==> src/common/sched_cfg.svh <==
`ifndef SCHED_CFG_SVH
`define SCHED_CFG_SVH

// bank layout, two groups of two banks
`define SCHED_BANK_GROUPS     2
`define SCHED_BANKS_PER_GROUP 2
`define SCHED_BANKS           (`SCHED_BANK_GROUPS * `SCHED_BANKS_PER_GROUP)
`define SCHED_BG_BITS         $clog2(`SCHED_BANK_GROUPS)
`define SCHED_BANK_BITS       $clog2(`SCHED_BANKS_PER_GROUP)
`define SCHED_IDX_BITS        $clog2(`SCHED_BANKS)

`define SCHED_ROW_BITS    8
`define SCHED_COL_BITS    4
`define SCHED_DATA_BITS   32
`define SCHED_QUEUE_DEPTH 8

`define SCHED_PRE_LATENCY 5 // precharge to activate
`define SCHED_ACT_LATENCY 8 // activate to read/write

`define SCHED_CMD_READ      3'd0
`define SCHED_CMD_WRITE     3'd1
`define SCHED_CMD_ACTIVATE  3'd2
`define SCHED_CMD_PRECHARGE 3'd3

`endif
==> src/common/sched_pkg.sv <==
`include "sched_cfg.svh"

package sched_pkg;

    // one address word, read either per device field or per flat bank index
    // bank group sits above bank, so {bank_group, bank} is the flat index
    typedef union packed {
        struct packed {
            logic [`SCHED_BG_BITS-1:0]   bank_group;
            logic [`SCHED_BANK_BITS-1:0] bank;
            logic [`SCHED_ROW_BITS-1:0]  row;
            logic [`SCHED_COL_BITS-1:0]  col;
        } dev;
        struct packed {
            logic [`SCHED_IDX_BITS-1:0]  bank_idx;
            logic [`SCHED_ROW_BITS-1:0]  row;
            logic [`SCHED_COL_BITS-1:0]  col;
        } trk;
    } sched_addr_u;

endpackage

==> src/hdl/request_scheduler.sv <==
`include "sched_cfg.svh"

module request_scheduler import sched_pkg::*; (
    input  logic                         clk_in,
    input  logic                         rst_in,
    input  logic                         valid_in,
    input  logic [`SCHED_BG_BITS-1:0]    bank_group_in,
    input  logic [`SCHED_BANK_BITS-1:0]  bank_in,
    input  logic [`SCHED_ROW_BITS-1:0]   row_in,
    input  logic [`SCHED_COL_BITS-1:0]   col_in,
    input  logic                         write_in,
    input  logic [`SCHED_DATA_BITS-1:0]  val_in,
    input  logic                         cmd_ready,
    output logic                         valid_out,
    output logic [2:0]                   cmd_out,
    output logic [`SCHED_BG_BITS-1:0]    bank_group_out,
    output logic [`SCHED_BANK_BITS-1:0]  bank_out,
    output logic [`SCHED_ROW_BITS-1:0]   row_out,
    output logic [`SCHED_COL_BITS-1:0]   col_out,
    output logic [`SCHED_DATA_BITS-1:0]  val_out,
    output logic [7:0]                   dropped_count
);

    // intake to queue
    logic                        push;
    sched_addr_u                 push_addr;
    logic                        push_write;
    logic [`SCHED_DATA_BITS-1:0] push_data;
    logic                        full;

    // queue to sequencer
    logic                        pop;
    logic                        empty;
    sched_addr_u                 head_addr;
    logic                        head_write;
    logic [`SCHED_DATA_BITS-1:0] head_data;

    request_intake request_intake_inst (
        .clk_in(clk_in), .rst_in(rst_in),
        .valid_in(valid_in), .bank_group_in(bank_group_in), .bank_in(bank_in),
        .row_in(row_in), .col_in(col_in), .write_in(write_in), .val_in(val_in),
        .full(full), .push(push), .push_addr(push_addr), .push_write(push_write),
        .push_data(push_data), .dropped_count(dropped_count)
    );

    request_queue request_queue_inst (
        .clk_in(clk_in), .rst_in(rst_in),
        .push(push), .push_addr(push_addr), .push_write(push_write), .push_data(push_data),
        .pop(pop), .full(full), .empty(empty),
        .head_addr(head_addr), .head_write(head_write), .head_data(head_data)
    );

    command_sequencer command_sequencer_inst (
        .clk_in(clk_in), .rst_in(rst_in), .cmd_ready(cmd_ready),
        .empty(empty), .head_addr(head_addr), .head_write(head_write),
        .head_data(head_data), .pop(pop), .valid_out(valid_out), .cmd_out(cmd_out),
        .bank_group_out(bank_group_out), .bank_out(bank_out),
        .row_out(row_out), .col_out(col_out), .val_out(val_out)
    );

endmodule

==> src/cmd_issue/command_sequencer.sv <==
`include "sched_cfg.svh"

module command_sequencer import sched_pkg::*; (
    input  logic                         clk_in,
    input  logic                         rst_in,
    input  logic                         cmd_ready,
    input  logic                         empty,
    input  sched_addr_u                  head_addr,
    input  logic                         head_write,
    input  logic [`SCHED_DATA_BITS-1:0]  head_data,
    output logic                         pop,
    output logic                         valid_out,
    output logic [2:0]                   cmd_out,
    output logic [`SCHED_BG_BITS-1:0]    bank_group_out,
    output logic [`SCHED_BANK_BITS-1:0]  bank_out,
    output logic [`SCHED_ROW_BITS-1:0]   row_out,
    output logic [`SCHED_COL_BITS-1:0]   col_out,
    output logic [`SCHED_DATA_BITS-1:0]  val_out
);

    localparam logic [1:0] ST_IDLE     = 2'd0;
    localparam logic [1:0] ST_PRE_WAIT = 2'd1; // precharge sent, activate pending
    localparam logic [1:0] ST_ACT_WAIT = 2'd2; // activate sent, access pending

    localparam int LAT_BITS = $clog2(`SCHED_ACT_LATENCY > `SCHED_PRE_LATENCY ?
                                     `SCHED_ACT_LATENCY : `SCHED_PRE_LATENCY);

    logic [1:0]                 state_q;
    logic [1:0]                 state_d;
    logic [LAT_BITS-1:0]        lat_cnt;
    logic                       issue;
    logic [2:0]                 issue_cmd;
    logic                       open_strobe;
    logic                       close_strobe;
    logic                       bank_open;
    logic [`SCHED_ROW_BITS-1:0] open_row;
    logic [2:0]                 access_cmd;

    bank_tracker bank_tracker_inst (
        .clk_in       (clk_in),
        .rst_in       (rst_in),
        .open_strobe  (open_strobe),
        .close_strobe (close_strobe),
        .bank_idx     (head_addr.trk.bank_idx),
        .row          (head_addr.trk.row),
        .bank_open    (bank_open),
        .open_row     (open_row)
    );

    assign access_cmd = head_write ? `SCHED_CMD_WRITE : `SCHED_CMD_READ;

    always_comb begin
        issue        = 1'b0;
        issue_cmd    = `SCHED_CMD_READ;
        open_strobe  = 1'b0;
        close_strobe = 1'b0;
        pop          = 1'b0;
        state_d      = state_q;
        case (state_q)
            ST_IDLE: begin
                if (!empty && cmd_ready) begin
                    issue = 1'b1;
                    if (!bank_open) begin // closed bank, open the row first
                        issue_cmd   = `SCHED_CMD_ACTIVATE;
                        open_strobe = 1'b1;
                        state_d     = ST_ACT_WAIT;
                    end else if (open_row != head_addr.trk.row) begin
                        issue_cmd    = `SCHED_CMD_PRECHARGE; // row miss
                        close_strobe = 1'b1;
                        state_d      = ST_PRE_WAIT;
                    end else begin
                        issue_cmd = access_cmd; // row hit
                        pop       = 1'b1;
                    end
                end
            end
            ST_PRE_WAIT: begin
                if (lat_cnt == '0 && cmd_ready) begin
                    issue       = 1'b1;
                    issue_cmd   = `SCHED_CMD_ACTIVATE;
                    open_strobe = 1'b1;
                    state_d     = ST_ACT_WAIT;
                end
            end
            ST_ACT_WAIT: begin
                if (lat_cnt == '0 && cmd_ready) begin
                    issue     = 1'b1;
                    issue_cmd = access_cmd;
                    pop       = 1'b1;
                    state_d   = ST_IDLE;
                end
            end
            default: state_d = ST_IDLE;
        endcase
    end

    // loaded one short of the latency so the next decision lands exactly on it
    always_ff @(posedge clk_in or posedge rst_in) begin
        if (rst_in) begin
            state_q <= ST_IDLE;
            lat_cnt <= '0;
        end else begin
            state_q <= state_d;
            if (open_strobe) begin
                lat_cnt <= LAT_BITS'(`SCHED_ACT_LATENCY - 1);
            end else if (close_strobe) begin
                lat_cnt <= LAT_BITS'(`SCHED_PRE_LATENCY - 1);
            end else if (lat_cnt != '0) begin
                lat_cnt <= lat_cnt - 1'b1; // runs on even while cmd_ready is low
            end
        end
    end

    always_ff @(posedge clk_in or posedge rst_in) begin
        if (rst_in) begin
            valid_out      <= 1'b0;
            cmd_out        <= `SCHED_CMD_READ;
            bank_group_out <= '0;
            bank_out       <= '0;
            row_out        <= '0;
            col_out        <= '0;
            val_out        <= '0;
        end else begin
            valid_out <= issue;
            val_out   <= (issue && issue_cmd == `SCHED_CMD_WRITE) ? head_data : '0;
            if (issue) begin
                cmd_out        <= issue_cmd;
                bank_group_out <= head_addr.dev.bank_group;
                bank_out       <= head_addr.dev.bank;
                row_out        <= head_addr.dev.row;
                col_out        <= head_addr.dev.col;
            end
        end
    end

endmodule

==> src/cmd_issue/bank_tracker.sv <==
`include "sched_cfg.svh"

module bank_tracker (
    input  logic                        clk_in,
    input  logic                        rst_in,
    input  logic                        open_strobe,
    input  logic                        close_strobe,
    input  logic [`SCHED_IDX_BITS-1:0]  bank_idx,
    input  logic [`SCHED_ROW_BITS-1:0]  row,
    output logic                        bank_open,
    output logic [`SCHED_ROW_BITS-1:0]  open_row
);

    localparam int BANKS = `SCHED_BANKS;

    logic [BANKS-1:0]           open_flags;       // one bit per bank
    logic [`SCHED_ROW_BITS-1:0] row_mem [BANKS];  // row held open in each bank

    always_ff @(posedge clk_in or posedge rst_in) begin
        if (rst_in) begin
            open_flags <= '0;
        end else begin
            if (open_strobe) begin
                open_flags[bank_idx] <= 1'b1;
            end else if (close_strobe) begin
                open_flags[bank_idx] <= 1'b0;
            end
        end
    end

    // row only matters while the flag is set
    always_ff @(posedge clk_in) begin
        if (open_strobe) begin
            row_mem[bank_idx] <= row;
        end
    end

    assign bank_open = open_flags[bank_idx];
    assign open_row  = row_mem[bank_idx];

endmodule

==> src/hdl/request_queue.sv <==
`include "sched_cfg.svh"

module request_queue import sched_pkg::*; (
    input  logic                         clk_in,
    input  logic                         rst_in,
    input  logic                         push,
    input  sched_addr_u                  push_addr,
    input  logic                         push_write,
    input  logic [`SCHED_DATA_BITS-1:0]  push_data,
    input  logic                         pop,
    output logic                         full,
    output logic                         empty,
    output sched_addr_u                  head_addr,
    output logic                         head_write,
    output logic [`SCHED_DATA_BITS-1:0]  head_data
);

    localparam int DEPTH    = `SCHED_QUEUE_DEPTH;
    localparam int PTR_BITS = $clog2(DEPTH);
    localparam int CNT_BITS = $clog2(DEPTH + 1);

    sched_addr_u                 addr_mem  [DEPTH];
    logic                        write_mem [DEPTH];
    logic [`SCHED_DATA_BITS-1:0] data_mem  [DEPTH];

    logic [PTR_BITS-1:0] wr_ptr;
    logic [PTR_BITS-1:0] rd_ptr;
    logic [CNT_BITS-1:0] count;

    assign full  = (count == CNT_BITS'(DEPTH));
    assign empty = (count == '0);

    // head is read straight from storage
    assign head_addr  = addr_mem[rd_ptr];
    assign head_write = write_mem[rd_ptr];
    assign head_data  = data_mem[rd_ptr];

    always_ff @(posedge clk_in) begin
        if (push) begin
            addr_mem[wr_ptr]  <= push_addr;
            write_mem[wr_ptr] <= push_write;
            data_mem[wr_ptr]  <= push_data;
        end
    end

    always_ff @(posedge clk_in or posedge rst_in) begin
        if (rst_in) begin
            wr_ptr <= '0;
            rd_ptr <= '0;
            count  <= '0;
        end else begin
            if (push) begin
                wr_ptr <= (wr_ptr == PTR_BITS'(DEPTH - 1)) ? '0 : wr_ptr + 1'b1;
            end
            if (pop) begin
                rd_ptr <= (rd_ptr == PTR_BITS'(DEPTH - 1)) ? '0 : rd_ptr + 1'b1;
            end
            if (push && !pop) begin
                count <= count + 1'b1;
            end else if (pop && !push) begin
                count <= count - 1'b1;
            end
            // push and pop together leave the count alone
        end
    end

endmodule

==> src/hdl/request_intake.sv <==
`include "sched_cfg.svh"

module request_intake import sched_pkg::*; (
    input  logic                         clk_in,
    input  logic                         rst_in,
    input  logic                         valid_in,
    input  logic [`SCHED_BG_BITS-1:0]    bank_group_in,
    input  logic [`SCHED_BANK_BITS-1:0]  bank_in,
    input  logic [`SCHED_ROW_BITS-1:0]   row_in,
    input  logic [`SCHED_COL_BITS-1:0]   col_in,
    input  logic                         write_in,
    input  logic [`SCHED_DATA_BITS-1:0]  val_in,
    input  logic                         full,
    output logic                         push,
    output sched_addr_u                  push_addr,
    output logic                         push_write,
    output logic [`SCHED_DATA_BITS-1:0]  push_data,
    output logic [7:0]                   dropped_count
);

    logic req_valid_q; // a request sits in the stage register

    always_ff @(posedge clk_in or posedge rst_in) begin
        if (rst_in) begin
            req_valid_q <= 1'b0;
        end else begin
            req_valid_q <= valid_in;
        end
    end

    // request payload, only meaningful while req_valid_q is high
    always_ff @(posedge clk_in) begin
        if (valid_in) begin
            push_addr.dev.bank_group <= bank_group_in;
            push_addr.dev.bank       <= bank_in;
            push_addr.dev.row        <= row_in;
            push_addr.dev.col        <= col_in;
            push_write               <= write_in;
            push_data                <= val_in;
        end
    end

    assign push = req_valid_q && !full;

    always_ff @(posedge clk_in or posedge rst_in) begin
        if (rst_in) begin
            dropped_count <= '0;
        end else if (req_valid_q && full && dropped_count != 8'hff) begin
            dropped_count <= dropped_count + 8'd1; // saturates at 255
        end
    end

endmodule

==> config.mk <==
export PLATFORM = sky130hd
export DESIGN_NAME = request_scheduler
export DESIGN_NICKNAME = d
export VERILOG_FILES = /design/src/common/sched_pkg.sv /design/src/hdl/request_scheduler.sv /design/src/cmd_issue/command_sequencer.sv /design/src/cmd_issue/bank_tracker.sv /design/src/hdl/request_queue.sv /design/src/hdl/request_intake.sv
export VERILOG_INCLUDE_DIRS = /design/src /design/src/common
export SDC_FILE = /design/constraint.sdc
export NUM_CORES = 1
export LEC_CHECK = 0
export ABC_CLOCK_PERIOD_IN_PS = 7000
export BUFFER_PORTS_ARGS = -buffer_cell sky130_fd_sc_hd__buf_4
export CORE_MARGIN = 1.5
export CORE_UTILIZATION = 60
export CTS_BUF_LIST = sky130_fd_sc_hd__clkbuf_8
export CTS_CLUSTER_DIAMETER = 50
export DETAILED_ROUTE_END_ITERATION = 8
export PLACE_DENSITY = 0.75
export RECOVER_POWER = 25
export SETUP_SLACK_MARGIN = 0.15
export SLEW_MARGIN = 20
export SYNTH_ARGS = -nofsm -noshare
export SYNTH_HDL_FRONTEND = slang
export SYNTH_SLANG_ARGS = --single-unit
==> constraint.sdc <==
create_clock -name clk_in -period 7 [get_ports clk_in]
set_input_delay 0.7 -clock clk_in [delete_from_list [all_inputs] [get_ports clk_in]]
set_output_delay 0.7 -clock clk_in [all_outputs]
set_load 0.05 [all_outputs]
### Word level (Yosys, flattened, before mapping)

Memories as Yosys holds them, arrays and structs flattened.
Cells that the tools add are included.

* $add $sub $neg: 6
* magnitude comparators: 2
* eq/ne operators: 12
* multiplexer cells: 45
* bitwise operators: 3
* reductions and logical operators: 22

Operator list (count)
* 32-bit two-way mux: 1
* 3-bit two-way mux: 9
* 1-bit two-way mux: 18
* 4-bit two-way mux: 4
* 2-bit two-way mux: 6
* 1-bit logical AND: 9
* 3-bit one-hot mux with 3 select lines: 1
* 8-bit by 1-bit adder with 8-bit output, second input constant: 1
* 8-bit != test: 1
* 8-bit != test, second input constant: 1
* 3-bit by 1-bit adder with 3-bit output, second input constant: 2
* 3-bit equality test, second input constant: 2
* 2-bit by 1-bit != test with 1-bit output, second input constant: 3
* 1-bit one-hot mux with 2 select lines: 3
* 2-bit one-hot mux with 3 select lines: 1
* 3-bit nonzero test: 2
* 4-bit by 1-bit adder with 4-bit output, second input constant: 1
* 4-bit AND: 1
* 4-bit equality test, second input constant: 1
* 1-bit logical NOT: 4
* 4-bit logical NOT: 1
* 4-bit inverter: 1
* 4-bit OR: 1
* 4-bit AND reduction: 1
* other kinds (14): 15

* flip-flop bits (word level): 125
* memory bits (writable): 408
* input port bits: 51
* output and inout bits: 58
* memories: 4

Memories
* request_queue_inst.data_mem: depth 8, width 32, rd ports 1, clocked after memory_dff 0, write ports 1, RTL line request_queue.sv:24 `` logic [`SCHED_DATA_BITS-1:0] data_mem [DEPTH]; ``
* request_queue_inst.addr_mem: depth 8, width 14, rd ports 1, clocked after memory_dff 0, write ports 1, RTL line request_queue.sv:22 `sched_addr_u addr_mem [DEPTH];`
* command_sequencer_inst.bank_tracker_inst.row_mem: depth 4, width 8, rd ports 1, clocked after memory_dff 0, write ports 1, RTL line bank_tracker.sv:17 `` logic [`SCHED_ROW_BITS-1:0] row_mem [BANKS]; ``
* request_queue_inst.write_mem: depth 8, width 1, rd ports 1, clocked after memory_dff 0, write ports 1, RTL line request_queue.sv:23 `logic write_mem [DEPTH];`

### Longest topological paths before layout

An unclocked memory read counts as a cell.

* depth after elaboration: 10
* gate-level depth with buffers: 18
* mapped depth without buffers: 15

### By module

A second synthesis with hierarchy kept.

* cell total of the unflattened synthesis: 938
* area, all modules: 20842.5 um2

Modules (own cells, without submodules)
* request_queue: instances 1, cells an instance 610, area an instance 15026.9 um2, sequential area each 11541.1 um2
* command_sequencer: instances 1, cells an instance 183, area an instance 2536.2 um2, sequential area each 1351.3 um2
* request_intake: instances 1, cells an instance 82, area an instance 1849.3 um2, sequential area each 1636.6 um2
* bank_tracker: instances 1, cells an instance 63, area an instance 1430.1 um2, sequential area each 1061.0 um2

### Worst setup path before layout

OpenSTA, ideal clock, no wires.

* kind: register to register
* from: register request_queue_inst.count[0]
* to: memory request_queue_inst.addr_mem[0][0] (netlist name) (enable)
* arrival: 5221 ps
* path slack: 1211 ps
* cell stages (with the launch flop): 5
* period minus slack after synthesis: 5789 ps
* path through: dfrtp_1 > nor3_1 > nand2_1 > nand2_1 > nor4_1

* longest elaborated chain between the ends: 5

RTL lines
* from (decl): RTL line request_queue.sv:28 `logic [CNT_BITS-1:0] count;`
* from (signal assigned): RTL line request_queue.sv:59 `count <= count + 1'b1;`
* from (signal assigned): RTL line request_queue.sv:61 `count <= count - 1'b1;`
* 4-bit equality test: RTL line request_queue.sv:30 `assign full = (count == CNT_BITS'(DEPTH));`
* 1-bit logical NOT: RTL line request_intake.sv:43 `assign push = req_valid_q && !full;`
* 1-bit logical AND: RTL line request_intake.sv:43
* 1-bit two-way mux: RTL line request_queue.sv:39 `if (push) begin`
* 1-bit two-way mux (not written as such): RTL line request_queue.sv:40 `addr_mem[wr_ptr] <= push_addr;`
* to (decl): RTL line request_queue.sv:22

Every way passes these cells.

### Worst setup path after layout

* from: register request_queue_inst.rd_ptr[0]
* to: register request_queue_inst.count[3]

* longest elaborated chain between the ends: 10
* elaborated cells on any way between the ends: 14
* classes of those cells: eq/ne (1); mux (7); reduce/logical (4); memory (2)

RTL lines
* from (decl): RTL line request_queue.sv:27 `logic [PTR_BITS-1:0] rd_ptr;`
* from (signal assigned): RTL line request_queue.sv:56 `rd_ptr <= (rd_ptr == PTR_BITS'(DEPTH - 1)) ? '0 : rd_ptr + 1'b1;`
* memory 8 x 14 bit *
* memory 4 x 8 bit
* 8-bit != test: RTL line command_sequencer.sv:67 `end else if (open_row != head_addr.trk.row) begin`
* 1-bit two-way mux: RTL line command_sequencer.sv:67
* 1-bit two-way mux *: RTL line command_sequencer.sv:63 `if (!bank_open) begin`
* 1-bit two-way mux *: RTL line command_sequencer.sv:61 `if (!empty && cmd_ready) begin`
* 1-bit one-hot mux with 2 select lines *: RTL line command_sequencer.sv:59 `case (state_q)`
* 1-bit logical NOT: RTL line request_queue.sv:58 `if (push && !pop) begin`
* 1-bit logical AND: RTL line request_queue.sv:58
* 4-bit two-way mux or 2-bit nonzero test (tied branches)

Mark *: on every way between the ends. The rest lies on a longest branch, timed or not. The select of a mux whose other input is x is not followed.
A chain may end at the register's enable or synchronous reset.

==> out/results.tsv <==
metric	value	unit
avgViaCountPerCell	5.852	
dr_total_vias	9674	
antenna_found_initial	0	
setup_violations	0	
peakVddDrop	0.0002873	V
ios	109	
tightest_slew	0.9765	ns
multi_input_area	4310	um2
slew_viol_final	0	
finClkSkew	0.04002	ns
hold_path_class	in2reg	
grt_start_max_net_pins	78	
grt_pass1_wl	57.00	mm
synth_top_cell_by_area	edfxtp_1	
fmax	0.2085	GHz
yosysWarnings	0	
ctsResizeCount	0	
drive_gt1_frac	0.2882	
gp_congestion	0.7801	
finalCritPeriodShare	0.6851	
arrival	5.27	ns
ys_top_cells_by_area	edfxtp_1 68%, mux4_2 10%, dfrtp_1 9.6%	
cts_tree	done	
die_area	34660	um2
drcViolationCount	0	
drt-pass1-iter-count	5	
clock_sinks	532	
place_worst_setup_slack	2.194	ns
hp-start	val_in[22]	
synth_top_area_share	0.6787	
postRouteAntennaNets	0	
clock_latency	0.62	ns
nFillCells	2021	
drt_iter0_drc	631	
overflow	0	
dp_hpwl	20.45	mm
seq_area_frac_synth	0.7744	
wirelength	37.51	mm
hold_depth	1	
synthArstFlopShare	0.1447	
synth_edf_count	455	
regArea	15600	um2
clkTransAtPathRegs	0.06	ns
r2r_cells	15	
yosysMostFrequentCell	edfxtp_1	
cp-end-kind	register	
layout_setup_ws	2.204	ns
cts_root_buffer	clkbuf_8	
drv_cap	0	
power.density	401.3	nW/um2
synthTopCellsByCount	455 x edfxtp_1, 93 x mux4_2, 77 x dfrtp_1, 70 x mux2i_1, 33 x nor4_1	
cts_buffers	83	
netlist-cell-type-count	45	
fin_hold_ws	0.2763	ns
relSlewSlack	0.3490	
synthToLayoutAreaGrowth	14.79	%
htreeDepth	3	
stdcell_count	1653	
path_max_fanout	31	
port_buffers	107	
reg2reg_from	request_queue_inst.rd_ptr[0]$_DFFE_PP0P_	
ys.flop_type	edfxtp_1	
r2r-end	request_queue_inst.count[3]$_DFFE_PP0P_	
synth_area	20130	um2
crit_type	reg2reg	
synth_cells	973	
period_needed	4.796	ns
status	complete, no violations	
syn_nets	1039	
ys_seq_elements	532	
antennaDiodeCount	0	
holdBufCountCts	0	
synth.avg_cell_area	20.69	um2
detail_route.wl_per_cell	22.69	um
fp.dieW	186.2	um
min_to	request_intake_inst.push_data[22]$_DFFE_PP_	
start_util	0.6141	
finalHoldViolations	0	
die_h	186.2	um
dp_cells	1498	
final_nets	1207	
required	7.48	ns
setup_tns	0	ns
total_power	9275	uW
p_leak	0.008091	uW
clock_path_buffers	3	
core_area	32780	um2
grt_pass1_vias	10030	
setup.worst_path.start_class	register	
fp-row-count	66	
post-cts-setup-buffers	0	
rrSetupSlack	2.20	ns
grt_use_total	0.2270	
rsz0062_at_grt	false	
## metal layers
metal | up-vias | part of all wire | global-route usage | wire, um
met5 | - | 0 | 0 | 0
met4 | 0 | 0.026 | 0.09226 | 985
met3 | 83 | 0.062 | 0.04128 | 2313
met2 | 378 | 0.50 | 0.3667 | 18620
met1 | 4942 | 0.42 | 0.3122 | 15590
li1 | 4271 | - | - | -
## power by group
part	internal [uW]	switching (uW)	total, uW
Sequential	4010	298	4310
Clock	1330	1160	2480
Combinational	1050	1430	2480
## flip-flops by register name (all words and copies together) (netlist names), named ones only
signal                                            count
command_sequencer_inst.row_out                        8
request_queue_inst.write_mem                          8
request_intake_inst.req_valid_q                       1
command_sequencer_inst.state_q                        2
request_intake_inst.push_write                        1
request_intake_inst.push_data                        32
request_queue_inst.addr_mem                         112
request_queue_inst.rd_ptr                             3
request_intake_inst.push_addr                        14
request_queue_inst.data_mem                         256
command_sequencer_inst.bank_group_out                 1
command_sequencer_inst.bank_out                       1
request_queue_inst.wr_ptr                             3
command_sequencer_inst.val_out                       32
request_queue_inst.count                              4
command_sequencer_inst.lat_cnt                        3
command_sequencer_inst.col_out                        4
command_sequencer_inst.cmd_out                        2
command_sequencer_inst.valid_out                      1
command_sequencer_inst.bank_tracker_inst.row_mem     32
request_intake_inst.dropped_count                     8
## placed cells by master, fill, tap and decap left out, types with 7 or more instances in the layout
| cell type | instances |
|---|---|
| inv_1 | 57 |
| mux2i_1 | 70 |
| dfrtp_1 | 74 |
| ha_1 | 14 |
| xnor2_1 | 23 |
| nor2_1 | 17 |
| nor4_1 | 32 |
| buf_4 | 79 |
| clkbuf_4 | 40 |
| o21ai_0 | 19 |
| edfxtp_1 | 455 |
| nand2_1 | 32 |
| nand3_1 | 10 |
| clkbuf_8 | 99 |
| clkbuf_1 | 7 |
| mux4_2 | 93 |
## area by class of cell
| type | instances | area share |
|---|---|---|
| clock buffer | 99 | 0.05896 |
| inverter | 18 | 0.002978 |
| timing repair buffer | 127 | 0.04028 |
| tap | 442 | 0.02393 |
| clock inverter | 56 | 0.01224 |
| multi-input combinational | 379 | 0.1865 |
| sequential | 532 | 0.6751 |
## worst max path at each step
stage,start,endpoint,slack [ns],depth (start not counted)
2_1_floorplan,request_queue_inst.count[0]$_DFFE_PP0P_,request_queue_inst.addr_mem[0][0]$_DFFE_PP_,1.21,4
3_3_place_gp,request_queue_inst.rd_ptr[0]$_DFFE_PP0P_,request_queue_inst.count[3]$_DFFE_PP0P_,2.30,15
3_5_place_dp,request_queue_inst.rd_ptr[0]$_DFFE_PP0P_,request_queue_inst.count[3]$_DFFE_PP0P_,2.19,15
4_1_cts,request_queue_inst.rd_ptr[0]$_DFFE_PP0P_,request_queue_inst.count[3]$_DFFE_PP0P_,2.14,15
5_1_grt,request_queue_inst.rd_ptr[0]$_DFFE_PP0P_,request_queue_inst.count[3]$_DFFE_PP0P_,1.80,15
6_report,request_queue_inst.rd_ptr[0]$_DFFE_PP0P_,request_queue_inst.count[3]$_DFFE_PP0P_,2.20,15
## per-stage QoR
step | instance area [um2] | utilization
floorplan | 20130 | -
global placement | 21490 | 0.6554
detailed placement | 21490 | 0.6554
CTS | 23130 | 0.7056
global route | 23110 | 0.7049
finish | 23110 | 0.7049
## cells by family after synthesis
kind of cell,synth area share
compound gates,0.01498
xor+xnor,0.01131
fa+ha+maj,0.009696
buf+inv,0.01510
flops,0.7744
mux,0.1451
other cells,0.0001863
simple gates,0.02921
## critical path, stage by stage (launching register included)
cell and delay, ns:
dfrtp_4 0.84, mux2i_1 0.25, mux4_2 0.75, mux2i_1 0.23, mux2i_4 0.31, nand3_1 0.24
a2111oi_0 0.58, a21boi_2 0.18, ha_1 0.24, inv_1 0.11, ha_1 0.24, a21o_1 0.17
a21oi_1 0.17, xnor2_1 0.13, nor2_1 0.06, xor2_1 0.14
No activity file was read; power rests on OpenSTA's default activity.
